File: src/design/interact_macros.svh
`ifndef INTERACT_MACROS_SVH
`define INTERACT_MACROS_SVH

// ram address width for 16 KiB of shared video/work memory
`define IX_RAM_AW 14

// frame buffer length in bytes from ram offset 0 (cpu 4000h)
`define IX_FRAME_BYTES 64

// io window index from cpu address bits 13:11
`define IX_IO_COLOR_A 3'd2
`define IX_IO_COLOR_B 3'd3
`define IX_IO_MISC 3'd6
`define IX_IO_KEYS 3'd7

// read value for rom, write-only io and unmapped space
`define IX_UNMAPPED 8'hFF

`endif
File: src/design/interact_pkg.sv
`default_nettype none

`include "interact_macros.svh"

package interact_pkg;

	// request into the shared ram arbiter
	typedef struct packed {
		logic we;
		logic [`IX_RAM_AW-1:0] addr;
		logic [7:0] wdata;
	} mem_req_t;

	// request on the external cpu port
	typedef struct packed {
		logic we;
		logic [15:0] addr;
		logic [7:0] wdata;
	} cpu_req_t;

	// colour registers handed to the fetcher
	typedef struct packed {
		logic [7:0] color_a;
		logic [7:0] color_b;
	} palette_t;

	typedef struct packed {
		logic [7:0] r;
		logic [7:0] g;
		logic [7:0] b;
	} rgb_t;

endpackage

`default_nettype wire

File: src/design/vram_arbiter.sv
`timescale 1ns/1ps
`default_nettype none

`include "interact_macros.svh"

module vram_arbiter import interact_pkg::*; (
	input wire clk_sys,
	input wire rst_n,
	input wire vid_valid,
	input wire mem_req_t vid_req,
	output logic vid_ready,
	output logic vid_rsp_valid,
	input wire cpu_valid,
	input wire mem_req_t cpu_req,
	output logic cpu_ready,
	output logic cpu_rsp_valid,
	output logic ram_en,
	output logic ram_we,
	output logic [`IX_RAM_AW-1:0] ram_addr,
	output logic [7:0] ram_wdata
);

	mem_req_t sel_req;

	// video always wins and the cpu only gets idle slots
	assign vid_ready = vid_valid;
	assign cpu_ready = cpu_valid & ~vid_valid;

	assign sel_req = vid_valid ? vid_req : cpu_req;

	assign ram_en = vid_ready | cpu_ready;
	assign ram_we = ram_en & sel_req.we;
	assign ram_addr = sel_req.addr;
	assign ram_wdata = sel_req.wdata;

	// remember who issued the read since the data is shared
	always_ff @(posedge clk_sys or negedge rst_n)
	begin
		if (!rst_n)
		begin
			vid_rsp_valid <= 1'b0;
			cpu_rsp_valid <= 1'b0;
		end
		else
		begin
			vid_rsp_valid <= vid_ready & ~vid_req.we;
			cpu_rsp_valid <= cpu_ready & ~cpu_req.we;
		end
	end

	// a waiting cpu request stays put until it is granted
	a_cpu_hold: assert property (@(posedge clk_sys) disable iff (!rst_n)
		cpu_valid && !cpu_ready |=> cpu_valid && $stable(cpu_req));

	// the video client only reads
	a_vid_read: assert property (@(posedge clk_sys) disable iff (!rst_n)
		vid_valid |-> !vid_req.we);

endmodule

`default_nettype wire

File: config.mk
export PLATFORM = sky130hd
export DESIGN_NAME = vram_arbiter
export DESIGN_NICKNAME = d
export VERILOG_FILES = /design/src/design/interact_pkg.sv /design/src/design/vram_arbiter.sv
export VERILOG_INCLUDE_DIRS = /design/src /design/src/design
export SDC_FILE = /design/constraint.sdc
export NUM_CORES = 1
export LEC_CHECK = 0
export ABC_AREA = 1
export BUFFER_PORTS_ARGS = -buffer_cell sky130_fd_sc_hd__buf_2
export CAP_MARGIN = 20
export CORE_MARGIN = 2
export CORE_UTILIZATION = 25
export DETAILED_ROUTE_END_ITERATION = 10
export PLACE_DENSITY = 0.78
export SLEW_MARGIN = 20
export SYNTH_ARGS = -nofsm -noshare
export SYNTH_HDL_FRONTEND = slang
export SYNTH_SLANG_ARGS = --single-unit
File: constraint.sdc
create_clock -name clk_sys -period 0.8 [get_ports clk_sys]
set_input_delay 0.04 -clock clk_sys [delete_from_list [all_inputs] [get_ports clk_sys]]
set_output_delay 0.04 -clock clk_sys [all_outputs]
set_load 0.02 [all_outputs]
### Yosys cells after proc, flatten, opt, wreduce, memory -nomap -nowiden

Cells that the tools add are included.
W data, S select, Z words.

* bitwise operators: 8
* mux-type cells: 1

Operators by type and width (number)
* $mux W23: 1
* $and A1 B1 Y1: 4
* $not A1 Y1: 3
* $or A1 B1 Y1: 1

* flip-flop bits (word level): 2
* logic and storage cells: 11
* input port bits: 50

### Longest topological paths before layout

* word-level depth: 4
* depth in mapped cells: 5
* gate-level depth less buffers: 3

### Worst setup path before layout

No wires, ideal clock.

* path type: in2out
* from: input port vid_valid
* to: output port cpu_ready
* stages on the path: 3
* slack: 0.137 ns
* arrival: 0.623 ns
* buffers on the path: 2
* cell sequence: buf_6 > buf_4 > nor2_1

* longest elaborated chain between the ends: 2

Ends and longest elaborated chain
* start, declared: line vram_arbiter.sv:9 `input wire vid_valid,`
* $not A1 Y1: line vram_arbiter.sv:27 `assign cpu_ready = cpu_valid & ~vid_valid;`
* $and A1 B1 Y1: line vram_arbiter.sv:27
* end, declared: line vram_arbiter.sv:15 `output logic cpu_ready,`

No other way between the ends.

### Worst setup path in the final report

* from: register vid_rsp_valid
* to: output port vid_rsp_valid

RTL lines
* start, declared: line vram_arbiter.sv:12 `output logic vid_rsp_valid,`
* start signal, assigned: line vram_arbiter.sv:46 `vid_rsp_valid <= vid_ready & ~vid_req.we;`

No word-level cell between the ends.

==> out/qor.yml <==
final_max_slew_viol_count: 0
antenna_cells: 0
routed.top_layer: "met3"
wl_met3_um: 138
postRouteAntennaNets: 0
switching_share: 0.420
hold-worst-slack_ps: -22.1
relSlewSlack: 0.890
clk_pin_slew_worst_paths_ps: 30
drive_gt1_frac: 0.569
synthCells: 82
syn_avg_cell_area_um2: 5.11
grt_max_degree: 25
yosysWarningCount: 0
synth_seq_cells: 2
worstMarginPinSlew_ps: 166
pwr-share-clk: 0.264
drt-wirelength-per-cell_um: 8.95
rows: 14
synthTopCellsByArea: "nand2_1 54%, dfrtp_1 12%, nand2_2 10%, buf_6 8.1%, buf_4 3.6%"
grt_setup_unrepaired: "false"
grt_antenna_before_repair: 0
routedLengthMet1_um: 575
initial_core_util: 0.272
p_sw_mw: 0.357
grt_pass1_wl_um: 2330
cp_slowest_stage_delay_ps: 340
status: "finished, violations left"
vias: 738
final_util: 0.542
coreArea_mm2: 0.00154
period_share: 0.953
wirelength_um: 1580
finalHoldViolCount: 1
crit_family: "flip-flops"
synth_cell_types: 11
seqPwrFrac: 0.126
die_y_um: 44.9
setup_ws_ps: 37.5
fill_cells: 158
netlist_area_um2: 419
pre_cts_slack_ps: 71.8
fin_tns_setup_ps: 0
internal-power_mw: 0.492
multi_input_area_um2: 295
startpoint_type: "flop"
power_density_mw_per_mm2: 1020
cts_sinks: 2
routed_via_density: 4.19
path_class: "flop to output port"
cp_cell_sequence: "buf_2"
wl_met2_um: 861
cts_root_buffer: "clkbuf_4"
power_leakage_nw: 0.591
p_comb_frac: 0.609
maxCapViolCount: 0
dieArea_mm2: 0.00202
drt_iter0_drc: 4
grt_pass1_vias: 620
numCtsBuffers: 3
grt_usage: 0.148
drt-pass1-iter-count: 4
synth_top_area_frac: 0.537
drc_errors: 0
arrival_ps: 720
violations: "hold timing"
end_kind: "output port"
setup_viol: 0
gp_congestion: 0.664
chipWidth_um: 44.9
cts_tree: "done"
syn_nets: 132
nNetsFinal: 212
clock_path_buffers: 2
io_pins: 78
synth_top_area_cell: "nand2_1"
hold_buffers: 2
hold_path_class: "primary input to flop"
htree_num_levels: 1
cpMaxStageDelayCell: "dfrtp_1"
fmax_mhz: 1310
io_buffer_count: 77
synth-seq-area-share: 0.119
min_period_ps: 763
overflow: 0
dp_hpwl_um: 1320
worst-path-buf-inv: 1
syn_to_final_growth_pct: 99.4
critPathMaxFanout: 1
worstPathRequired_ps: 760
ir_drop_uv: 473
regArea_um2: 50.0
==> through the flow <==
stage               power [mW]  area (um^2)  std cells
floorplan                0.406          419         82
detailed placement       0.621          788        171
CTS                      0.863          831        176
finish                   0.849          836        176
global route             0.922          836        176
global placement         0.613          788        171
==> layer usage <==
layer,track usage,vias up
met1,0.166,312
li1,-,398
met4,0.0529,0
met3,0.0200,0
met2,0.280,28
met5,0,-
==> cell usage after synthesis, drive strengths merged <==
cell type / n
nand2: 67
nor3: 1
a21oi: 1
nor2: 3
buf: 6
inv: 2
dfrtp: 2
==> worst paths after layout <==
kind / startpoint / to / slack [ps] / depth (start not counted)
setup / recovery: vid_rsp_valid / vid_rsp_valid / 40 / 1
hold / removal: vid_req[22] / vid_rsp_valid / -20 / 2
max in group asynchronous: rst_n / cpu_rsp_valid / 560 / 2
min in group asynchronous: rst_n / vid_rsp_valid / 140 / 2
==> state kept, by name, summed over array words and instances, names as in the netlist <==
signal         count
vid_rsp_valid      1
cpu_rsp_valid      1
==> cells by family after synthesis <==
logic type	Yosys count	synth area share
AOI/OAI and AO/OA	1	0.0119
and+or+nand+nor	71	0.681
buffers and inverters	8	0.188
DFF	2	0.119
==> cells in the final DEF (no fill, tap or decap) <==
master and count:
buf_2 77, nand2_1 60, nand2_2 7, nor2_1 3
clkbuf_4 3, dfrtp_1 2, dlygate4sd3_1 2, inv_8 1
inv_1 1, nor3_2 1, a21oi_1 1, buf_12 1
buf_4 1
==> final cells by class <==
type                    instances  share of cell area
inverters                       2              0.0180
flip-flops and latches          2              0.0599
multi-input cells              72               0.353
well taps                      16              0.0240
clock buffers                   3              0.0269
repair buffers                 81               0.518
==> timing repair <==
action / CTS / global route
resized for setup: 0 / 1
endpoints found under the hold margin: 4 / 1
setup endpoints to repair: 0 / 1
setup buffers: 0 / 0
==> power groups by stage <==
stage | logic [mW] | clock network (mW) | registers (mW)
after global routing | 0.566 | 0.249 | 0.108
final | 0.518 | 0.224 | 0.107
after CTS | 0.521 | 0.234 | 0.107
after detailed placement | 0.513 | 0 | 0.108
after floorplan | 0.291 | 0 | 0.115
after global placement | 0.505 | 0 | 0.108
(Power assumes the default switching activity.)
