<file path="src/design/interact_macros.svh">
`ifndef INTERACT_MACROS_SVH
`define INTERACT_MACROS_SVH

// ram address width for 16 KiB of shared video/work memory
`define IX_RAM_AW 14

// frame buffer length in bytes from ram offset 0 (cpu 4000h)
`define IX_FRAME_BYTES 64

// io window index from cpu address bits 13:11
`define IX_IO_COLOR_A 3'd2
`define IX_IO_COLOR_B 3'd3
`define IX_IO_MISC 3'd6
`define IX_IO_KEYS 3'd7

// read value for rom, write-only io and unmapped space
`define IX_UNMAPPED 8'hFF

`endif
</file>
<file path="src/design/interact_pkg.sv">
`default_nettype none

`include "interact_macros.svh"

package interact_pkg;

	// request into the shared ram arbiter
	typedef struct packed {
		logic we;
		logic [`IX_RAM_AW-1:0] addr;
		logic [7:0] wdata;
	} mem_req_t;

	// request on the external cpu port
	typedef struct packed {
		logic we;
		logic [15:0] addr;
		logic [7:0] wdata;
	} cpu_req_t;

	// colour registers handed to the fetcher
	typedef struct packed {
		logic [7:0] color_a;
		logic [7:0] color_b;
	} palette_t;

	typedef struct packed {
		logic [7:0] r;
		logic [7:0] g;
		logic [7:0] b;
	} rgb_t;

endpackage

`default_nettype wire

</file>
<file path="src/design/cpu_bus_decoder.sv">
`timescale 1ns/1ps
`default_nettype none

`include "interact_macros.svh"

module cpu_bus_decoder import interact_pkg::*; (
	input wire clk_sys,
	input wire rst_n,
	input wire cpu_valid,
	input wire cpu_req_t cpu_req,
	output logic cpu_ready,
	output logic cpu_rsp_valid,
	output logic [7:0] cpu_rdata,
	input wire [7:0] keys,
	output logic mem_valid,
	output mem_req_t mem_req,
	input wire mem_ready,
	input wire mem_rsp_valid,
	input wire [7:0] mem_rdata,
	output palette_t palette,
	output logic video_on
);

	logic accept;
	logic is_ram;
	logic is_io;
	logic [2:0] io_win;
	logic pending;
	logic io_rsp;
	logic [7:0] io_rdata;

	assign is_ram = ~cpu_req.addr[15] & cpu_req.addr[14];
	assign is_io = (cpu_req.addr[15:14] == 2'b00);
	assign io_win = cpu_req.addr[13:11];

	// no new request while a ram access is held or a read is open
	assign cpu_ready = ~pending & ~mem_valid;
	assign accept = cpu_valid & cpu_ready;

	assign cpu_rsp_valid = io_rsp | mem_rsp_valid;
	assign cpu_rdata = io_rsp ? io_rdata : mem_rdata;

	always_ff @(posedge clk_sys or negedge rst_n)
	begin
		if (!rst_n)
		begin
			pending <= 1'b0;
			mem_valid <= 1'b0;
			io_rsp <= 1'b0;
			palette <= '0;
			video_on <= 1'b0;
		end
		else
		begin
			if (accept && !cpu_req.we)
				pending <= 1'b1;
			else if (cpu_rsp_valid)
				pending <= 1'b0;

			// hold the ram request until the arbiter takes it
			if (accept && is_ram)
				mem_valid <= 1'b1;
			else if (mem_ready)
				mem_valid <= 1'b0;

			// io and unmapped reads answer one cycle later
			io_rsp <= accept & ~cpu_req.we & ~is_ram;

			if (accept && cpu_req.we && is_io)
			begin
				case (io_win)
					`IX_IO_COLOR_A: palette.color_a <= cpu_req.wdata;
					`IX_IO_COLOR_B: palette.color_b <= cpu_req.wdata;
					// misc bit 0 is the video enable
					`IX_IO_MISC: video_on <= cpu_req.wdata[0];
					default: ;
				endcase
			end
		end
	end

	always_ff @(posedge clk_sys)
	begin
		if (accept && is_ram)
			mem_req <= '{we: cpu_req.we, addr: cpu_req.addr[`IX_RAM_AW-1:0],
				wdata: cpu_req.wdata};
		if (is_io && io_win == `IX_IO_KEYS)
			io_rdata <= keys;
		else
			io_rdata <= `IX_UNMAPPED;
	end

	a_rsp_pending: assert property (@(posedge clk_sys) disable iff (!rst_n)
		cpu_rsp_valid |-> pending);

endmodule

`default_nettype wire

</file>
<file path="config.mk">
export PLATFORM = sky130hd
export DESIGN_NAME = cpu_bus_decoder
export DESIGN_NICKNAME = d
export VERILOG_FILES = /design/src/design/interact_pkg.sv /design/src/design/cpu_bus_decoder.sv
export VERILOG_INCLUDE_DIRS = /design/src /design/src/design
export SDC_FILE = /design/constraint.sdc
export NUM_CORES = 1
export LEC_CHECK = 0
export BUFFER_PORTS_ARGS = -buffer_cell sky130_fd_sc_hd__buf_2
export CORE_MARGIN = 3
export CORE_UTILIZATION = 40
export CTS_CLUSTER_DIAMETER = 30
export DETAILED_ROUTE_END_ITERATION = 12
export GPL_ROUTABILITY_DRIVEN = 1
export GPL_TIMING_DRIVEN = 0
export PLACE_DENSITY = 0.73
export SLEW_MARGIN = 20
export SYNTH_ARGS = -nofsm -noshare
export SYNTH_HDL_FRONTEND = slang
export SYNTH_SLANG_ARGS = --single-unit
</file>
<file path="constraint.sdc">
create_clock -name clk_sys -period 2.1 [get_ports clk_sys]
set_input_delay 0 -clock clk_sys [delete_from_list [all_inputs] [get_ports clk_sys]]
set_output_delay 0 -clock clk_sys [all_outputs]
set_load 0.01 [all_outputs]
</file>
# [Word-level counts from Yosys, hierarchy flattened]
# Index checks and enable logic that the tools add are counted.
# Widths: inputs -> output; s select.
[op_classes] n_eq_ne=4 mux=5 n_bitwise=11 n_reduce_logical=12
[op_table] cell="$mux 8" count=1
[op_table] cell="$eq 3x2->1 const B" count=2
[op_table] cell="$eq 3x3->1 const B" count=2
[op_table] cell="$reduce_and 2->1" count=3
[op_table] cell="$and 1x1->1" count=5
[op_table] cell="$logic_and 1x1->1" count=5
[op_table] cell="$not 1->1" count=5
[op_table] cell="$mux 1" count=4
[op_table] cell="$reduce_bool 2->1" count=2
[op_table] cell="$logic_not 2->1" count=1
[op_table] cell="$logic_not 1->1" count=1
[op_table] cell="$or 1x1->1" count=1
[totals] ff_bits=51 inputBits=46 output_inout_bits=51 elab_cells=42

# [Depth between registers and ports, before layout]
[depth] ltp_word=6 depth_mapped=3

# [Least setup slack after synthesis]
# OpenSTA, ideal clock, no wires.
[synth_path] path_type="reg2reg" start="register mem_valid" end="register palette[10] in the netlist's numbering" arrival_ps=1648 required_time_ps=1975 slack_ps=327 path_stages_with_launch=4 path_buffers=0 period_less_slack_ps=1773 cell_sequence="dfrtp_1 > or3b_4 > nor4b_4 > mux2_2"
[synth_via] elab_chain_len=6
[synth_rtl] element="from (decl)" line="cpu_bus_decoder.sv:15" rtl="output logic mem_valid,"
[synth_rtl] element="from (signal assigned)" line="cpu_bus_decoder.sv:48" rtl="mem_valid <= 1'b0;"
[synth_rtl] element="from (signal assigned)" line="cpu_bus_decoder.sv:62" rtl="mem_valid <= 1'b1;"
[synth_rtl] element="from (signal assigned)" line="cpu_bus_decoder.sv:64" rtl="mem_valid <= 1'b0;"
[synth_rtl] element="$not 1->1" line="cpu_bus_decoder.sv:37" rtl="assign cpu_ready = ~pending & ~mem_valid;"
[synth_rtl] element="$and 1x1->1" line="cpu_bus_decoder.sv:37"
[synth_rtl] element="$and 1x1->1" line="cpu_bus_decoder.sv:38" rtl="assign accept = cpu_valid & cpu_ready;"
[synth_rtl] element="$logic_and 1x1->1 (2 in series)" line="cpu_bus_decoder.sv:69" rtl="if (accept && cpu_req.we && is_io)"
[synth_rtl] element="$reduce_and 2->1 (no source line)"
[synth_rtl] element="to (decl)" line="cpu_bus_decoder.sv:20" rtl="output palette_t palette,"
# No other way between the ends.
# A chain may end at the register's enable or synchronous reset.

# [Worst setup path after layout]
[layout_path] start="register mem_valid" end="register palette[15] in the netlist's numbering"
# The elaborated chain is that of the path after synthesis.

==> reports/metrics.cfg <==
[min_path]
hp-class = input port to register

[worst_setup_path]
crit_type = register to register
worstPathArrival_ps = 2120
critPathMaxStageDelay_ps = 560
cp.required_ps = 2290
cp_top_family = simple AND/OR/NAND/NOR gates
r2r_slack_ps = 160
startpoint_type = register
cp_num_buf_inv = 0
path_cells = or3b_4 > nor4b_4 > mux2_2
critical_path.slowest_cell = nor4b_4
critPathCaptureType = register
crit_fanout = 8

[clocking]
cts_root_buf = clkbuf_8
ctsLongestPathBuffers = 2
cts_tree = done
htreeDepth = 2
cts_buffers = 5
clkLatencyLatePin_ps = 290
clk_pin_slew_worst_paths_ps = 90
cts.sinks = 51
postCtsSetupBuffers = 0

[routing]
num_vias = 1341
drt_iter0_drc = 53
drc = 0
routedWlPerCell_um = 14.6
dr.pass1.iters = 4
drt_wl_total_mm = 4.28
final_antenna_net_count = 0
drt-vias-per-instance = 4.56

[sta]
fmax_mhz = 516
tightest_slew_ps = 626
slew_violations = 0
slew_headroom_pct = 58.1
skew_ps = 3.57
min_period_over_period_pct = 92.3
setup_viol = 0
period_needed_ps = 1940
rsz0062_at_grt = no
fin_setup_tns_ps = 0
hold_viol = 0

[cells_and_area]
nets = 288
fin_area_um2 = 2840
nFillCells = 312
area_delta_synth_final_pct = 56.2
final_util_pct = 67.6
final_common_cell = buf_2
multi_input_area_um2 = 457
area.sequential_um2 = 1350
mostFrequentLayoutCells = buf_2 (96), dlygate4sd3_1 (38), mux2_2 (25)
drive_above_1_share_pct = 55.1

[die]
die_x_um = 73.4
pin_count = 97
die_h_um = 73.4
die_area_um2 = 5390
placementRows = 23
core-area_um2 = 4200
start_util_pct = 43.3

[power_and_ir_drop]
powerDensity_nw_per_um2 = 707
max-vdd-ir-drop_v = 0.000519
leakage_nw = 1.31

[place]
io_buffers = 96
placed_area_um2 = 2360
gp_congestion = 0.729
dp_hpwl_mm = 2.91

[synthesis]
synth_top_area_share_pct = 38.0
ys_seq_elements = 51
syn_inst = 101
ys_seq_area_share_pct = 74.3
synth_fp_nets = 147
ys_top_cells_by_area = edfxtp_1 (38%), dfrtp_1 (28%), mux2_2 (15%)
synth_area_leader_cell = edfxtp_1
syn-cell-area_um2 = 1820
yosysWarnings = 0
synth.distinct_cells = 19
avgSynthCellArea_um2 = 18.0

[outcome]
status = completed

[grt]
grt_pass1_wl_mm = 6.38
first_global_vias = 1386
grt_max_degree = 25
gr-total-overflow = 0
grt_usage_pct = 15.9
antenna_found_initial = 0

[job]
drv_cap = 0

[synthesized netlist by cell type, drive strengths merged]
| library cell | count |
|---|---|
| dfrtp | 20 |
| nor2b | 1 |
| or3b | 1 |
| nor4b | 1 |
| nand4b | 3 |
| and4bb | 1 |
| or3 | 8 |
| o22ai | 1 |
| or2 | 1 |
| inv | 2 |
| nor2 | 1 |
| a21o | 1 |
| edfxtp | 23 |
| clkbuf | 1 |
| mux2 | 25 |
| nor3b | 1 |
| dfxtp | 8 |
| and2 | 1 |
| nor3 | 1 |
[final cells by class]
| cell class | instances | share of cell area (%) |
|---|---|---|
| antenna | 1 | 0.0881 |
| buffer | 1 | 0.132 |
| clock buffer | 7 | 3.04 |
| clock inverter | 1 | 0.308 |
| inverter | 2 | 0.264 |
| multi-input combinational | 47 | 16.1 |
| sequential | 51 | 47.6 |
| tap | 50 | 2.20 |
| timing repair buffer | 134 | 30.3 |
[cell families (layout without fill, tap and decap cells)]
kind of cell | Yosys count | after routing | synth area share, %
flip-flops | 51 | 51 | 74.3
other | 0 | 1 | 0
AND/OR/NAND/NOR | 20 | 20 | 8.74
multiplexers | 25 | 25 | 15.5
AO/OA/AOI/OAI | 2 | 2 | 0.826
buffers and inverters | 3 | 145 | 0.619
[state kept, by name, indices dropped and copies added (netlist names)]
register   count
palette       16
pending        1
mem_valid      1
mem_req       23
io_rdata       8
io_rsp         1
video_on       1
[power breakdown]
| part | switching [mW] | internal [mW] | total, mW |
|---|---|---|---|
| clock network | 0.299 | 0.270 | 0.570 |
| logic | 0.136 | 0.172 | 0.309 |
| registers | 0.0252 | 1.10 | 1.13 |
| total | 0.461 | 1.55 | 2.01 |
[final timing paths]
| path | from | end | depth (start not counted) |
|---|---|---|---|
| setup / recovery | mem_valid | palette[15] | 3 |
| hold / removal | cpu_req[23] | io_rdata[7] | 2 |
| setup reg to reg | mem_valid | palette[15] | 3 |
| hold reg to reg | palette[2] | palette[2] | 1 |
| max in group asynchronous | rst_n | palette[5] | 2 |
| min in group asynchronous | rst_n | palette[11] | 2 |
[repair_timing]
item                                    CTS  global route
hold buffers                             38             0
endpoints found under the setup margin    0            23
resized for setup                         0             1
endpoints found under the hold margin    71             0
[per-stage QoR]
stage / setup WS [ps] / std cells / hold WS, ps / power (mW)
2_1_floorplan: 327 / 101 / -296 / 1.27
3_3_place_gp: 72.5 / 247 / -23.1 / 1.41
3_5_place_dp: 15.5 / 247 / -25.0 / 1.41
4_1_cts: 6.23 / 293 / 5.66 / 2.04
5_1_grt: 64.6 / 293 / 30.4 / 2.10
6_report: 163 / 294 / 20.1 / 2.01
[layer usage]
layer  wire, um  part of all wire [%]  track usage [%]
met2       2380                    56             28.9
met5          0                     0                0
met1       1610                    38             16.9
met4         17                  0.40             5.43
met3        275                   6.4             5.61
[worst register-to-register path, cell delays in order, from the launching register on]
cell	delay (ps)
dfrtp_1	430
or3b_4	440
nor4b_4	560
mux2_2	410
No activity file was read; power rests on OpenSTA's default activity.
