File: src/design/interact_macros.svh
`ifndef INTERACT_MACROS_SVH
`define INTERACT_MACROS_SVH

// ram address width for 16 KiB of shared video/work memory
`define IX_RAM_AW 14

// frame buffer length in bytes from ram offset 0 (cpu 4000h)
`define IX_FRAME_BYTES 64

// io window index from cpu address bits 13:11
`define IX_IO_COLOR_A 3'd2
`define IX_IO_COLOR_B 3'd3
`define IX_IO_MISC 3'd6
`define IX_IO_KEYS 3'd7

// read value for rom, write-only io and unmapped space
`define IX_UNMAPPED 8'hFF

`endif
File: src/design/interact_pkg.sv
`default_nettype none

`include "interact_macros.svh"

package interact_pkg;

	// request into the shared ram arbiter
	typedef struct packed {
		logic we;
		logic [`IX_RAM_AW-1:0] addr;
		logic [7:0] wdata;
	} mem_req_t;

	// request on the external cpu port
	typedef struct packed {
		logic we;
		logic [15:0] addr;
		logic [7:0] wdata;
	} cpu_req_t;

	// colour registers handed to the fetcher
	typedef struct packed {
		logic [7:0] color_a;
		logic [7:0] color_b;
	} palette_t;

	typedef struct packed {
		logic [7:0] r;
		logic [7:0] g;
		logic [7:0] b;
	} rgb_t;

endpackage

`default_nettype wire

File: src/design/video_fetch.sv
`timescale 1ns/1ps
`default_nettype none

`include "interact_macros.svh"

module video_fetch import interact_pkg::*; (
	input wire clk_sys,
	input wire rst_n,
	input wire video_on,
	input wire palette_t palette,
	output logic mem_valid,
	output mem_req_t mem_req,
	input wire mem_ready,
	input wire mem_rsp_valid,
	input wire [7:0] mem_rdata,
	output logic pix_valid,
	output rgb_t pix_rgb,
	input wire pix_ready
);

	localparam logic [`IX_RAM_AW-1:0] last_addr = `IX_RAM_AW'(`IX_FRAME_BYTES - 1);

	logic [`IX_RAM_AW-1:0] frame_addr;
	logic inflight;
	logic buf_full;
	logic [7:0] buf_byte;
	logic [7:0] sh_byte;
	logic [2:0] sh_cnt;
	logic out_free;
	logic shift_out;
	logic load;
	logic flush;

	function automatic rgb_t color_of(input logic [1:0] pix, input palette_t pal);
		logic [2:0] c;
		logic [7:0] lvl;
		rgb_t o;
		case (pix)
			2'd0: c = pal.color_a[2:0];
			2'd1: c = pal.color_b[2:0];
			2'd2: c = pal.color_a[5:3];
			default: c = pal.color_b[5:3];
		endcase
		// half intensity only for value 2
		lvl = (pix == 2'd2 && pal.color_b[6]) ? 8'h7F : 8'hFF;
		o.r = c[0] ? lvl : 8'h00;
		o.g = c[1] ? lvl : 8'h00;
		o.b = c[2] ? lvl : 8'h00;
		return o;
	endfunction

	// one read at a time and only into an empty buffer
	assign mem_valid = video_on & ~buf_full & ~inflight;
	assign mem_req = '{we: 1'b0, addr: frame_addr, wdata: 8'h00};

	assign out_free = ~pix_valid | pix_ready;
	assign shift_out = out_free & (sh_cnt != 3'd0);
	assign load = buf_full & ((sh_cnt == 3'd0) | ((sh_cnt == 3'd1) & shift_out));
	// wait for the read in flight before dropping the frame
	assign flush = ~video_on & ~inflight;

	always_ff @(posedge clk_sys or negedge rst_n)
	begin
		if (!rst_n)
		begin
			frame_addr <= '0;
			inflight <= 1'b0;
			buf_full <= 1'b0;
			sh_cnt <= 3'd0;
			pix_valid <= 1'b0;
		end
		else
		begin
			inflight <= mem_valid & mem_ready;
			if (flush)
			begin
				frame_addr <= '0;
				buf_full <= 1'b0;
				sh_cnt <= 3'd0;
				pix_valid <= 1'b0;
			end
			else
			begin
				if (mem_valid && mem_ready)
					frame_addr <= (frame_addr == last_addr) ? '0 : frame_addr + 1'b1;
				if (mem_rsp_valid)
					buf_full <= 1'b1;
				else if (load)
					buf_full <= 1'b0;
				if (load)
					sh_cnt <= 3'd4;
				else if (shift_out)
					sh_cnt <= sh_cnt - 3'd1;
				if (shift_out)
					pix_valid <= 1'b1;
				else if (pix_ready)
					pix_valid <= 1'b0;
			end
		end
	end

	// lowest pixel pair leaves first
	always_ff @(posedge clk_sys)
	begin
		if (mem_rsp_valid)
			buf_byte <= mem_rdata;
		if (shift_out)
		begin
			pix_rgb <= color_of(sh_byte[1:0], palette);
			sh_byte <= sh_byte >> 2;
		end
		if (load)
			sh_byte <= buf_byte;
	end

	a_pix_hold: assert property (@(posedge clk_sys) disable iff (!rst_n)
		pix_valid && !pix_ready |=> $stable(pix_rgb));

endmodule

`default_nettype wire

File: config.mk
export PLATFORM = sky130hd
export DESIGN_NAME = video_fetch
export DESIGN_NICKNAME = d
export VERILOG_FILES = /design/src/design/interact_pkg.sv /design/src/design/video_fetch.sv
export VERILOG_INCLUDE_DIRS = /design/src /design/src/design
export SDC_FILE = /design/constraint.sdc
export NUM_CORES = 1
export LEC_CHECK = 0
export BUFFER_PORTS_ARGS = -buffer_cell sky130_fd_sc_hd__buf_2
export CAP_MARGIN = 20
export CORE_MARGIN = 3
export CORE_UTILIZATION = 25
export DETAILED_ROUTE_END_ITERATION = 10
export PLACE_DENSITY = 0.56
export SKIP_CTS_REPAIR_TIMING = 1
export SLEW_MARGIN = 20
export SYNTH_ARGS = -nofsm -noshare
export SYNTH_HDL_FRONTEND = slang
export SYNTH_SLANG_ARGS = --single-unit
File: constraint.sdc
create_clock -name clk_sys -period 1.8 [get_ports clk_sys]
set_input_delay 0.27 -clock clk_sys [delete_from_list [all_inputs] [get_ports clk_sys]]
set_output_delay 0.27 -clock clk_sys [all_outputs]
set_load 0.01 [all_outputs]
# == After elaboration in Yosys (flattened, before gate mapping) ==
# Cells that the tools add are included.
# word_totals
out_inout_bits,49
reg_bits,60
wordCells,56
inputBits,30
# classes
addsub,2
n_reduce_logical,10
eq_ne,4
bitwise_logic,13
muxes,17
# ops
op,count
$mux 14,3
$mux 8,3
$add 14x1->14 const B,1
$eq 14x6->1 const B,1
$mux 3,4
$reduce_bool 3->1,4
$pmux 3 s3,1
$and 1x1->1,7
$mux 1,6
$not 1->1,4
$reduce_bool 2->1,2
$eq 3x1->1 const B,1
$logic_not 3->1,1
$sub 3x1->3 const B,1
$eq 2x1->1 const B,1
$eq 2x2->1 const B,1
$logic_and 1x1->1,2
$logic_not 2->1,1
$or 1x1->1,2

# == Depth between registers and ports, before layout ==
# Gate-level depths: netlist of the first run.
# depth
depth_word,9
ltp_mapped,7
depth_no_buf,6

# == Worst setup path after synthesis of the first run ==
# Ideal clock, no wire load.
# synth_path
kind,register -> register
from,register sh_cnt[0]
to,"register sh_byte[2], data pin"
setup_time_ns,0.260
path_slack_ns,-0.112
n_path_buf,1
path_stages_with_launch,7
arrival_time_ns,1.653
required_time_ns,1.540
period_less_slack_ns,1.912
cell_sequence,dfrtp_1 -> inv_1 -> ha_1 -> a21oi_1 -> nor3b_1 -> clkbuf_1 -> mux2_2
# synth_between
elab_chain_len,6
elab_cells_between_ends,8
classes_between,eq/ne: 1; mux: 1; bitwise: 4; reduce/logical: 2
# synth_lines
element,line,source
"start, declared",video_fetch.sv:28,logic [2:0] sh_cnt;
"start signal, assigned",video_fetch.sv:93,sh_cnt <= sh_cnt - 3'd1;
$reduce_bool 3->1,video_fetch.sv:57,assign shift_out = out_free & (sh_cnt != 3'd0);
$and 1x1->1,video_fetch.sv:57,
$and 1x1->1,video_fetch.sv:58,assign load = buf_full & ((sh_cnt == 3'd0) | ((sh_cnt == 3'd1) & shift_out));
$or 1x1->1 (*),video_fetch.sv:58,
$and 1x1->1 (*),video_fetch.sv:58,
$mux 8 (*),video_fetch.sv:112,if (load)
"end signal, assigned",video_fetch.sv:110,sh_byte <= sh_byte >> 2;
"end signal, assigned",video_fetch.sv:113,sh_byte <= buf_byte;
"end, declared",video_fetch.sv:27,logic [7:0] sh_byte;
# Every way passes the cells marked *; elsewhere a longest branch is shown, timed or not.
# A chain may end at the register's enable or synchronous reset.

# == Worst setup path in the final report of the first run ==
# layout_path
from,register frame_addr[8]
to,register frame_addr[8]
# layout_between
elab_chain_len,4
elab_cells_between_ends,5
classes_between,add/sub: 1; eq/ne: 1; mux: 3
# layout_lines
element,line,source
"start, declared",video_fetch.sv:23,logic [`IX_RAM_AW-1:0] frame_addr;
"start signal, assigned",video_fetch.sv:85,frame_addr <= (frame_addr == last_addr) ? '0 : frame_addr + 1'b1;
$add 14x1->14 or $eq 14x6->1 (tied branches),video_fetch.sv:85,
$mux 14 (*),video_fetch.sv:85,
$mux 14 (*),video_fetch.sv:84,if (mem_valid && mem_ready)
$mux 14 (*),video_fetch.sv:75,if (flush)
# Every way passes the cells marked *; elsewhere a longest branch is shown, timed or not. The select of a mux whose other input is x is not followed.

==> out/qor.csv, run 1 <==
metric,value,unit
worst slew pin tran,0.533,ns
Met2 Routed Length,2260,µm
largest net degree at the start of global routing,21,
Reg-to-Reg Start,frame_addr[8],
"commonest non-fill, non-tap cell in the layout",buf_2,
total power,0.00366,W
Via Count,1542,
Clock Skew,0.00565,ns
Nets,287,
register bit total from synthesis,42,
CTS Sinks,42,
WS Path Type,register to register,
CTS root buf,clkbuf_8,
worst-skew pair later-pin latency,0.29,ns
worst hold path depth,1,
maximum clock frequency,525,MHz
Netlist cell types,40,
Worst setup SP type,register,
r2r setup slk,-0.10,ns
Die Width,98.5,µm
Netlist Area Pre-Place,2140,µm²
Worst slew margin,0.635,
post-DP HPWL,3360,µm
internal power,0.00254,W
total die area,9710,µm²
Inserted Clock Buffers,5,
total gr overflow,0,
fin crit share,1.06,
Starting Density,0.259,
fin cells,359,
post-DR vias/cell,4.30,
core area,8260,µm²
CTS tree,yes,
required time of the worst setup path,1.98,ns
synth warn,0,
RSZ-0062 raised after global routing,true,
met3 routed WL,248,µm
initial antenna violation count,0,
final critical-path setup slack,-0.103,ns
Min-Delay Endpoint,buf_byte[4],
Total Routing Usage GR,0.0917,
htree depth,2,
DR top layer,met4,
Total Wirelength,4510,µm
port bufs,66,
largest fanout on the critical path,9,
Storage cell area,1160,µm²
pre-CTS setup slack,-0.109,ns
switch share,0.306,
Final Hold Fails,0,
Peak VDD IR,0.412,mV
NetSw,0.00112,W
Rows,33,
area of the multi-input gates,815,µm²
Tmin final,1.90,ns
final hold slack,0.145,ns
DRC viols,0,
GPL Wtd Cong,0.749,
vias in the first global route,1465,
syn_area_per_cell,12.1,µm²
synthesis-to-layout area growth,31.6,%
ANT nets after route,0,
status,finished with violations,
wire per inst,12.5,µm
Metal-1 WL,1980,µm
placed insts,350,
drt first pass iters,4,
"commonest cells after routing, fill and taps aside","buf_2, edfxtp_1, buf_4",
first-pass GRT wire length,7170,µm
power share of the sequential group,0.410,
endpoints failing setup,10,
"Reg clk slew, reported paths",0.09,ns
FILL cells,847,
reg2reg path depth,5,
Synth Flop Type,edfxtp_1,
failing checks,setup timing,
Hold Path Class,primary input to register,
Post-synth EDFFs,22,
worst r2r dst,frame_addr[8],
1st-iter DRT viols,76,
Die Y,98.5,µm
Ant. Diodes,0,
max-cap viol count,0,
CP Capture Type,register,
LEAKAGE,1.27,nW
combinational fraction of design power,0.344,
ys async rst share,0.476,
share of layout cells above drive strength 1,0.484,
Syn Inst Count,177,
clk buf depth,2,
Arrival @ worst endpoint,2.08,ns
"Slew Viols, Final",0,
start point of the worst hold path,mem_rdata[4],
Ports,79,
clock group share of total power,0.246,
"Seq/Total Area, Yosys",0.542,
PD cells,1300,nW/µm²
==> registers in the layout (all words and copies together) (netlist names) <==
signal      flops
frame_addr     14
buf_byte        8
sh_byte         8
pix_rgb         6
sh_cnt          3
buf_full        1
inflight        1
pix_valid       1
==> cell usage after synthesis, drive strengths merged (2+ instances only) <==
cell	count	area (µm²)
buf	27	203
edfxtp	22	661
dfrtp	20	500
a21oi	9	56.3
inv	9	33.8
nor2	9	33.8
xnor2	7	61.3
and2	6	37.5
mux2	6	67.6
o21ai	5	25.0
ha	4	50.1
nand2	4	15.0
nand2b	4	25.0
a2111oi	3	26.3
a211oi	3	22.5
a31oi	3	18.8
and3	3	18.8
clkbuf	3	11.3
mux4	3	67.6
or4	3	26.3
and4	2	18.8
nand3	2	10.0
nand3b	2	15.0
nand4	2	12.5
nor3	2	10.0
nor3b	2	15.0
or3	2	12.5
==> worst max-delay path, cell delays in order, from the launching register on <==
cell	delay, ns
dfrtp_2	0.41
or4_4	0.50
or4_4	0.53
a21oi_4	0.16
buf_12	0.14
a21oi_1	0.04
==> power groups by stage <==
stage          Combinational, W  Sequential [W]  Clock, W
3_5_place_dp            0.00120         0.00152         0
3_3_place_gp            0.00119         0.00151         0
4_1_cts                 0.00121         0.00150  0.000928
2_1_floorplan          0.000927         0.00155         0
6_report                0.00126         0.00150  0.000900
5_1_grt                 0.00139         0.00155  0.000964
==> cells by family (layout without fill, tap and decap cells) <==
family                     after synthesis  after routing  share of synthesized area
xor gates and xnor gates                 7              7                     0.0286
muxes                                    9              9                     0.0631
and+or+nand+nor                         46             46                      0.130
other                                    1              9                    0.00175
buffers and inverters                   39            108                      0.116
DFF                                     42             42                      0.542
AOI/OAI and AO/OA                       29             29                     0.0953
adders and majority gates                4              4                     0.0234
==> metrics by stage <==
stage	util	cell area (µm²)	TNS, ns
6_report	0.341	2820	-0.867
5_1_grt	0.341	2820	-1.31
4_1_cts	0.334	2760	-1.09
3_5_place_dp	0.317	2620	-0.923
3_3_place_gp	0.317	2620	-0.764
2_1_floorplan	-	2180	-0.503
==> cell type report <==
class / count / share of cell area
clock buffers: 5 / 0.0244
clock inverters: 3 / 0.0244
inverters: 9 / 0.0120
multi-input cells: 104 / 0.289
flip-flops and latches: 42 / 0.413
well taps: 105 / 0.0466
repair buffers: 91 / 0.190
==> how the worst max path moves through the flow <==
| stage | startpoint | end | slack (ns) | depth (start not counted) |
|---|---|---|---|---|
| floorplan | frame_addr[11] | frame_addr[7] | -0.06 | 4 |
| global placement | frame_addr[8] | frame_addr[8] | -0.09 | 5 |
| detailed placement | frame_addr[8] | frame_addr[8] | -0.11 | 5 |
| CTS | frame_addr[8] | frame_addr[8] | -0.12 | 5 |
| global route | frame_addr[8] | frame_addr[6] | -0.15 | 5 |
| finish | frame_addr[8] | frame_addr[8] | -0.10 | 5 |
==> per-layer routing <==
metal / vias up / track usage
met4: 0 / 0.0284
met1: 733 / 0.120
met2: 53 / 0.148
met5: - / 0
met3: 2 / 0.0255
li1: 754 / -
Power figures use the tool's default switching activity.
==> run 2, diff against run 1 <==
- CORE_ASPECT_RATIO: default -> 0.9
==> run 2 against run 1 <==
The flow still finishes with violations (setup timing). Core utilization up 0.38 points. Design area is 0.22% higher. Sequential share of layout area decreased by 0.092 points. First-iteration DRC count shrank 42%. Combinational power grew 4%. Setup slack improved by 0.013 ns. Critical path type unchanged. Largest cell class unchanged. Highest routed layer unchanged.
==> out/qor.csv, run 2 (synthesis gave the netlist of run 1 again) <==
metric,value,unit
status,finished with violations,
failing checks,setup timing,
area of the multi-input gates,806,µm²
Ports,79,
r2r setup slk,-0.09,ns
post-DP HPWL,3440,µm
Starting Density,0.262,
Placed Instance Area,2630,µm²
grt peak-use layer,met2,
Worst path max stage delay,0.53,ns
Worst Path Buf+Inv,1,
"commonest cells after routing, fill and taps aside","buf_2, buf_4, edfxtp_1",
"delay-heaviest family, CP",simple AND/OR/NAND/NOR gates,
CP max stage cell,or4_4,
grt met3 use,0.0227,
htree depth,2,
clk buf depth,2,
power share of the sequential group,0.423,
initial antenna violation count,0,
maximum clock frequency,529,MHz
GPL Wtd Cong,0.725,
Via Count,1561,
Total Wirelength,4540,µm
port bufs,66,
Total Routing Usage GR,0.0947,
DRC viols,0,
worst-skew pair later-pin latency,0.29,ns
Min-Delay Endpoint,buf_byte[7],
PD cells,1260,nW/µm²
"Reg clk slew, reported paths",0.08,ns
Worst setup SP type,register,
CTS root buf,clkbuf_8,
synthesis-to-layout area growth,31.9,%
max-cap viol count,0,
CTS Sinks,42,
"commonest non-fill, non-tap cell in the layout",buf_2,
first-pass GRT wire length,7310,µm
FILL cells,827,
Reg-to-Reg Start,frame_addr[7],
Nets,291,
fin area,2820,µm²
Storage cell area,1160,µm²
vias in the first global route,1518,
reg2reg path depth,5,
LEAKAGE,1.26,nW
core area,8180,µm²
CP Capture Type,register,
Die Width,104,µm
switch share,0.317,
drt first pass iters,4,
largest register by flop count,frame_addr,
Tmin final,1.89,ns
Rows,31,
largest fanout on the critical path,9,
worst hold path depth,1,
final critical-path setup slack,-0.0899,ns
WS Path Type,register to register,
Arrival @ worst endpoint,2.07,ns
total die area,9710,µm²
total gr overflow,0,
Die Y,93.8,µm
met1 Use GR,0.123,
share of layout cells above drive strength 1,0.484,
wire per inst,12.2,µm
clock group share of total power,0.208,
largest net degree at the start of global routing,21,
biggest regs,"frame_addr: 14 flops, buf_byte: 8 flops, sh_byte: 8 flops",
"Slew Viols, Final",0,
Largest register FFs,14,
endpoints failing setup,9,
post-DR vias/cell,4.18,
required time of the worst setup path,1.98,ns
CTS tree,yes,
NetSw,0.00112,W
critical-path cell list,"or4_1, or4_4, a21oi_4, buf_12, a21oi_1",
Inserted Clock Buffers,5,
Hold Path Class,primary input to register,
Clock Skew,0.00749,ns
start point of the worst hold path,mem_rdata[7],
Peak VDD IR,0.409,mV
Ant. Diodes,0,
Final Hold Fails,0,
1st-iter DRT viols,44,
Util after Layout,0.345,
fin crit share,1.05,
internal power,0.00242,W
combinational fraction of design power,0.369,
met2 usage,0.153,
RSZ-0062 raised after global routing,true,
worst r2r dst,frame_addr[8],
ANT nets after route,0,
run 2: routing by layer:
| metal | vias up | share of wire |
|---|---|---|
| met2 | 53 | 0.46 |
| li1 | 764 | - |
| met5 | - | 0 |
| met4 | 0 | 0.015 |
| met3 | 7 | 0.064 |
| met1 | 737 | 0.46 |
run 2: area by class of cell:
| class | instances | share of cell area |
|---|---|---|
| inverters | 9 | 0.0120 |
| well taps | 115 | 0.0510 |
| clock inverters | 2 | 0.0133 |
| multi-input cells | 104 | 0.285 |
| clock buffers | 6 | 0.0257 |
| flip-flops and latches | 42 | 0.412 |
| repair buffers | 95 | 0.201 |
run 2: power groups by stage:
stage | Sequential (W) | Combinational (W) | Clock (W)
global route | 0.00155 | 0.00143 | 0.000812
global placement | 0.00151 | 0.00119 | 0
floorplan | 0.00155 | 0.000927 | 0
CTS | 0.00150 | 0.00121 | 0.000769
detailed placement | 0.00152 | 0.00121 | 0
finish | 0.00150 | 0.00131 | 0.000737
run 2: worst max path at each step:
stage | start | to | slack, ns | cells after the start
floorplan | frame_addr[11] | frame_addr[7] | -0.06 | 4
global placement | frame_addr[8] | frame_addr[8] | -0.09 | 5
detailed placement | frame_addr[8] | frame_addr[9] | -0.11 | 5
CTS | frame_addr[8] | frame_addr[9] | -0.12 | 5
global route | frame_addr[7] | frame_addr[8] | -0.16 | 5
finish | frame_addr[7] | frame_addr[8] | -0.09 | 5
run 2: metrics by stage:
| stage | total power, W | instances | worst slack, ns | setup TNS (ns) | hold slack (ns) |
|---|---|---|---|---|---|
| 2_1_floorplan | 0.00248 | 185 | -0.0574 | -0.503 | -0.0256 |
| 3_3_place_gp | 0.00270 | 360 | -0.0905 | -0.808 | 0.258 |
| 3_5_place_dp | 0.00273 | 360 | -0.114 | -0.997 | 0.265 |
| 4_1_cts | 0.00348 | 368 | -0.125 | -1.12 | -0.0606 |
| 5_1_grt | 0.00379 | 373 | -0.157 | -1.59 | 0.133 |
| 6_report | 0.00355 | 373 | -0.0899 | -0.778 | 0.145 |
==> run 3, diff against run 2 <==
- CORE_UTILIZATION: 25 -> 40
- PLACE_DENSITY: 0.56 -> 0.78
==> run 3 against run 2 <==
The flow still finishes with violations (setup timing). Design area decreased by 2.7%. Clock skew decreased by 0.0022 ns. Fmax decreased by 4.0%. Register-to-register slack got worse by 0.08 ns. Critical path type unchanged.
==> out/qor.csv, run 3 (synthesis gave the netlist of run 1 again) <==
metric,value,unit
status,finished with violations,
failing checks,setup timing,
synthesis-to-layout area growth,28.4,%
Tmin final,1.97,ns
Final Hold Fails,0,
worst-skew pair later-pin latency,0.30,ns
CP max stage cell,or4_4,
Die Width,83.1,µm
drt first pass iters,4,
Storage cell area,1160,µm²
ANT nets after route,0,
final critical-path setup slack,-0.168,ns
Total Wirelength,4300,µm
vias in the first global route,1421,
WS Path Type,register to register,
wire per inst,13.4,µm
Die Y,75.4,µm
"commonest cells after routing, fill and taps aside","buf_2, buf_4, edfxtp_1",
Worst path max stage delay,0.56,ns
area of the multi-input gates,808,µm²
Nets,288,
PD cells,1310,nW/µm²
CTS Sinks,42,
port bufs,66,
endpoints failing setup,10,
total gr overflow,0,
share of layout cells above drive strength 1,0.490,
Total Routing Usage GR,0.135,
htree depth,2,
post-DR vias/cell,4.91,
placed insts,309,
FILL cells,436,
CTS tree,yes,
CP Capture Type,register,
Ports,79,
setup TNS,-1.40,ns
required time of the worst setup path,1.98,ns
"Reg clk slew, reported paths",0.08,ns
core area,5010,µm²
GPL Wtd Cong,0.841,
"Slew Viols, Final",0,
critical-path cell list,"or4_4, or4_4, a21oi_2, nor2_1",
initial antenna violation count,0,
biggest regs,"frame_addr: 14 flops, buf_byte: 8 flops, sh_byte: 8 flops",
r2r setup slk,-0.17,ns
fin crit share,1.09,
DRC viols,0,
Largest register FFs,14,
Worst Path Buf+Inv,0,
Starting Density,0.427,
fin cells,320,
Inserted Clock Buffers,5,
Peak VDD IR,0.787,mV
Via Count,1571,
largest net degree at the start of global routing,21,
post-DP HPWL,3140,µm
1st-iter DRT viols,94,
LEAKAGE,1.25,nW
largest fanout on the critical path,4,
maximum clock frequency,508,MHz
Ant. Diodes,0,
Rows,24,
Clock Skew,0.00528,ns
Worst setup SP type,register,
first-pass GRT wire length,6670,µm
CTS root buf,clkbuf_8,
Crit path top cell by count,or4_4,
"delay-heaviest family, CP",simple AND/OR/NAND/NOR gates,
"commonest non-fill, non-tap cell in the layout",buf_2,
clk buf depth,2,
max-cap viol count,0,
Hold Path Class,primary input to register,
Arrival @ worst endpoint,2.15,ns
total die area,6270,µm²
RSZ-0062 raised after global routing,true,
largest register by flop count,frame_addr,
## run 3: path summary, 6_finish.rpt
path	cells past startpoint	to	startpoint
setup / recovery	4	frame_addr[5]	frame_addr[10]
hold / removal	1	buf_byte[6]	mem_rdata[6]
setup reg to reg	4	frame_addr[5]	frame_addr[10]
hold reg to reg	1	sh_byte[7]	buf_byte[7]
max in group asynchronous	2	frame_addr[7]	rst_n
min in group asynchronous	2	frame_addr[3]	rst_n
## run 3: metrics by stage
step	hold slack [ns]	utilization	power (W)	worst slack [ns]	area [µm²]
finish	0.139	0.548	0.00359	-0.168	2750
global route	0.122	0.548	0.00381	-0.185	2750
CTS	-0.0801	0.536	0.00359	-0.201	2690
detailed placement	0.247	0.508	0.00270	-0.164	2550
global placement	0.240	0.508	0.00266	-0.0932	2550
floorplan	-0.0256	-	0.00248	-0.0574	2180
## run 3: area by class of cell
type	instances	area share
clock buffer	5	0.0250
clock inverter	3	0.0250
inverter	9	0.0123
multi-input combinational	105	0.294
sequential	42	0.423
tap	65	0.0296
timing repair buffer	91	0.191
## run 3: report_power, final
group / internal (W) / switching, W / leakage [nW]
logic: 0.000591 / 0.000618 / 0.691
registers: 0.00135 / 0.000146 / 0.486
clock network: 0.000556 / 0.000333 / 0.0683
## run 3: per-layer routing
layer / share of wire / up-vias / global-route usage
li1: - / 765 / -
met1: 0.44 / 744 / 0.173
met2: 0.48 / 55 / 0.222
met3: 0.069 / 7 / 0.0389
met4: 0.013 / 0 / 0.0490
met5: 0 / - / 0
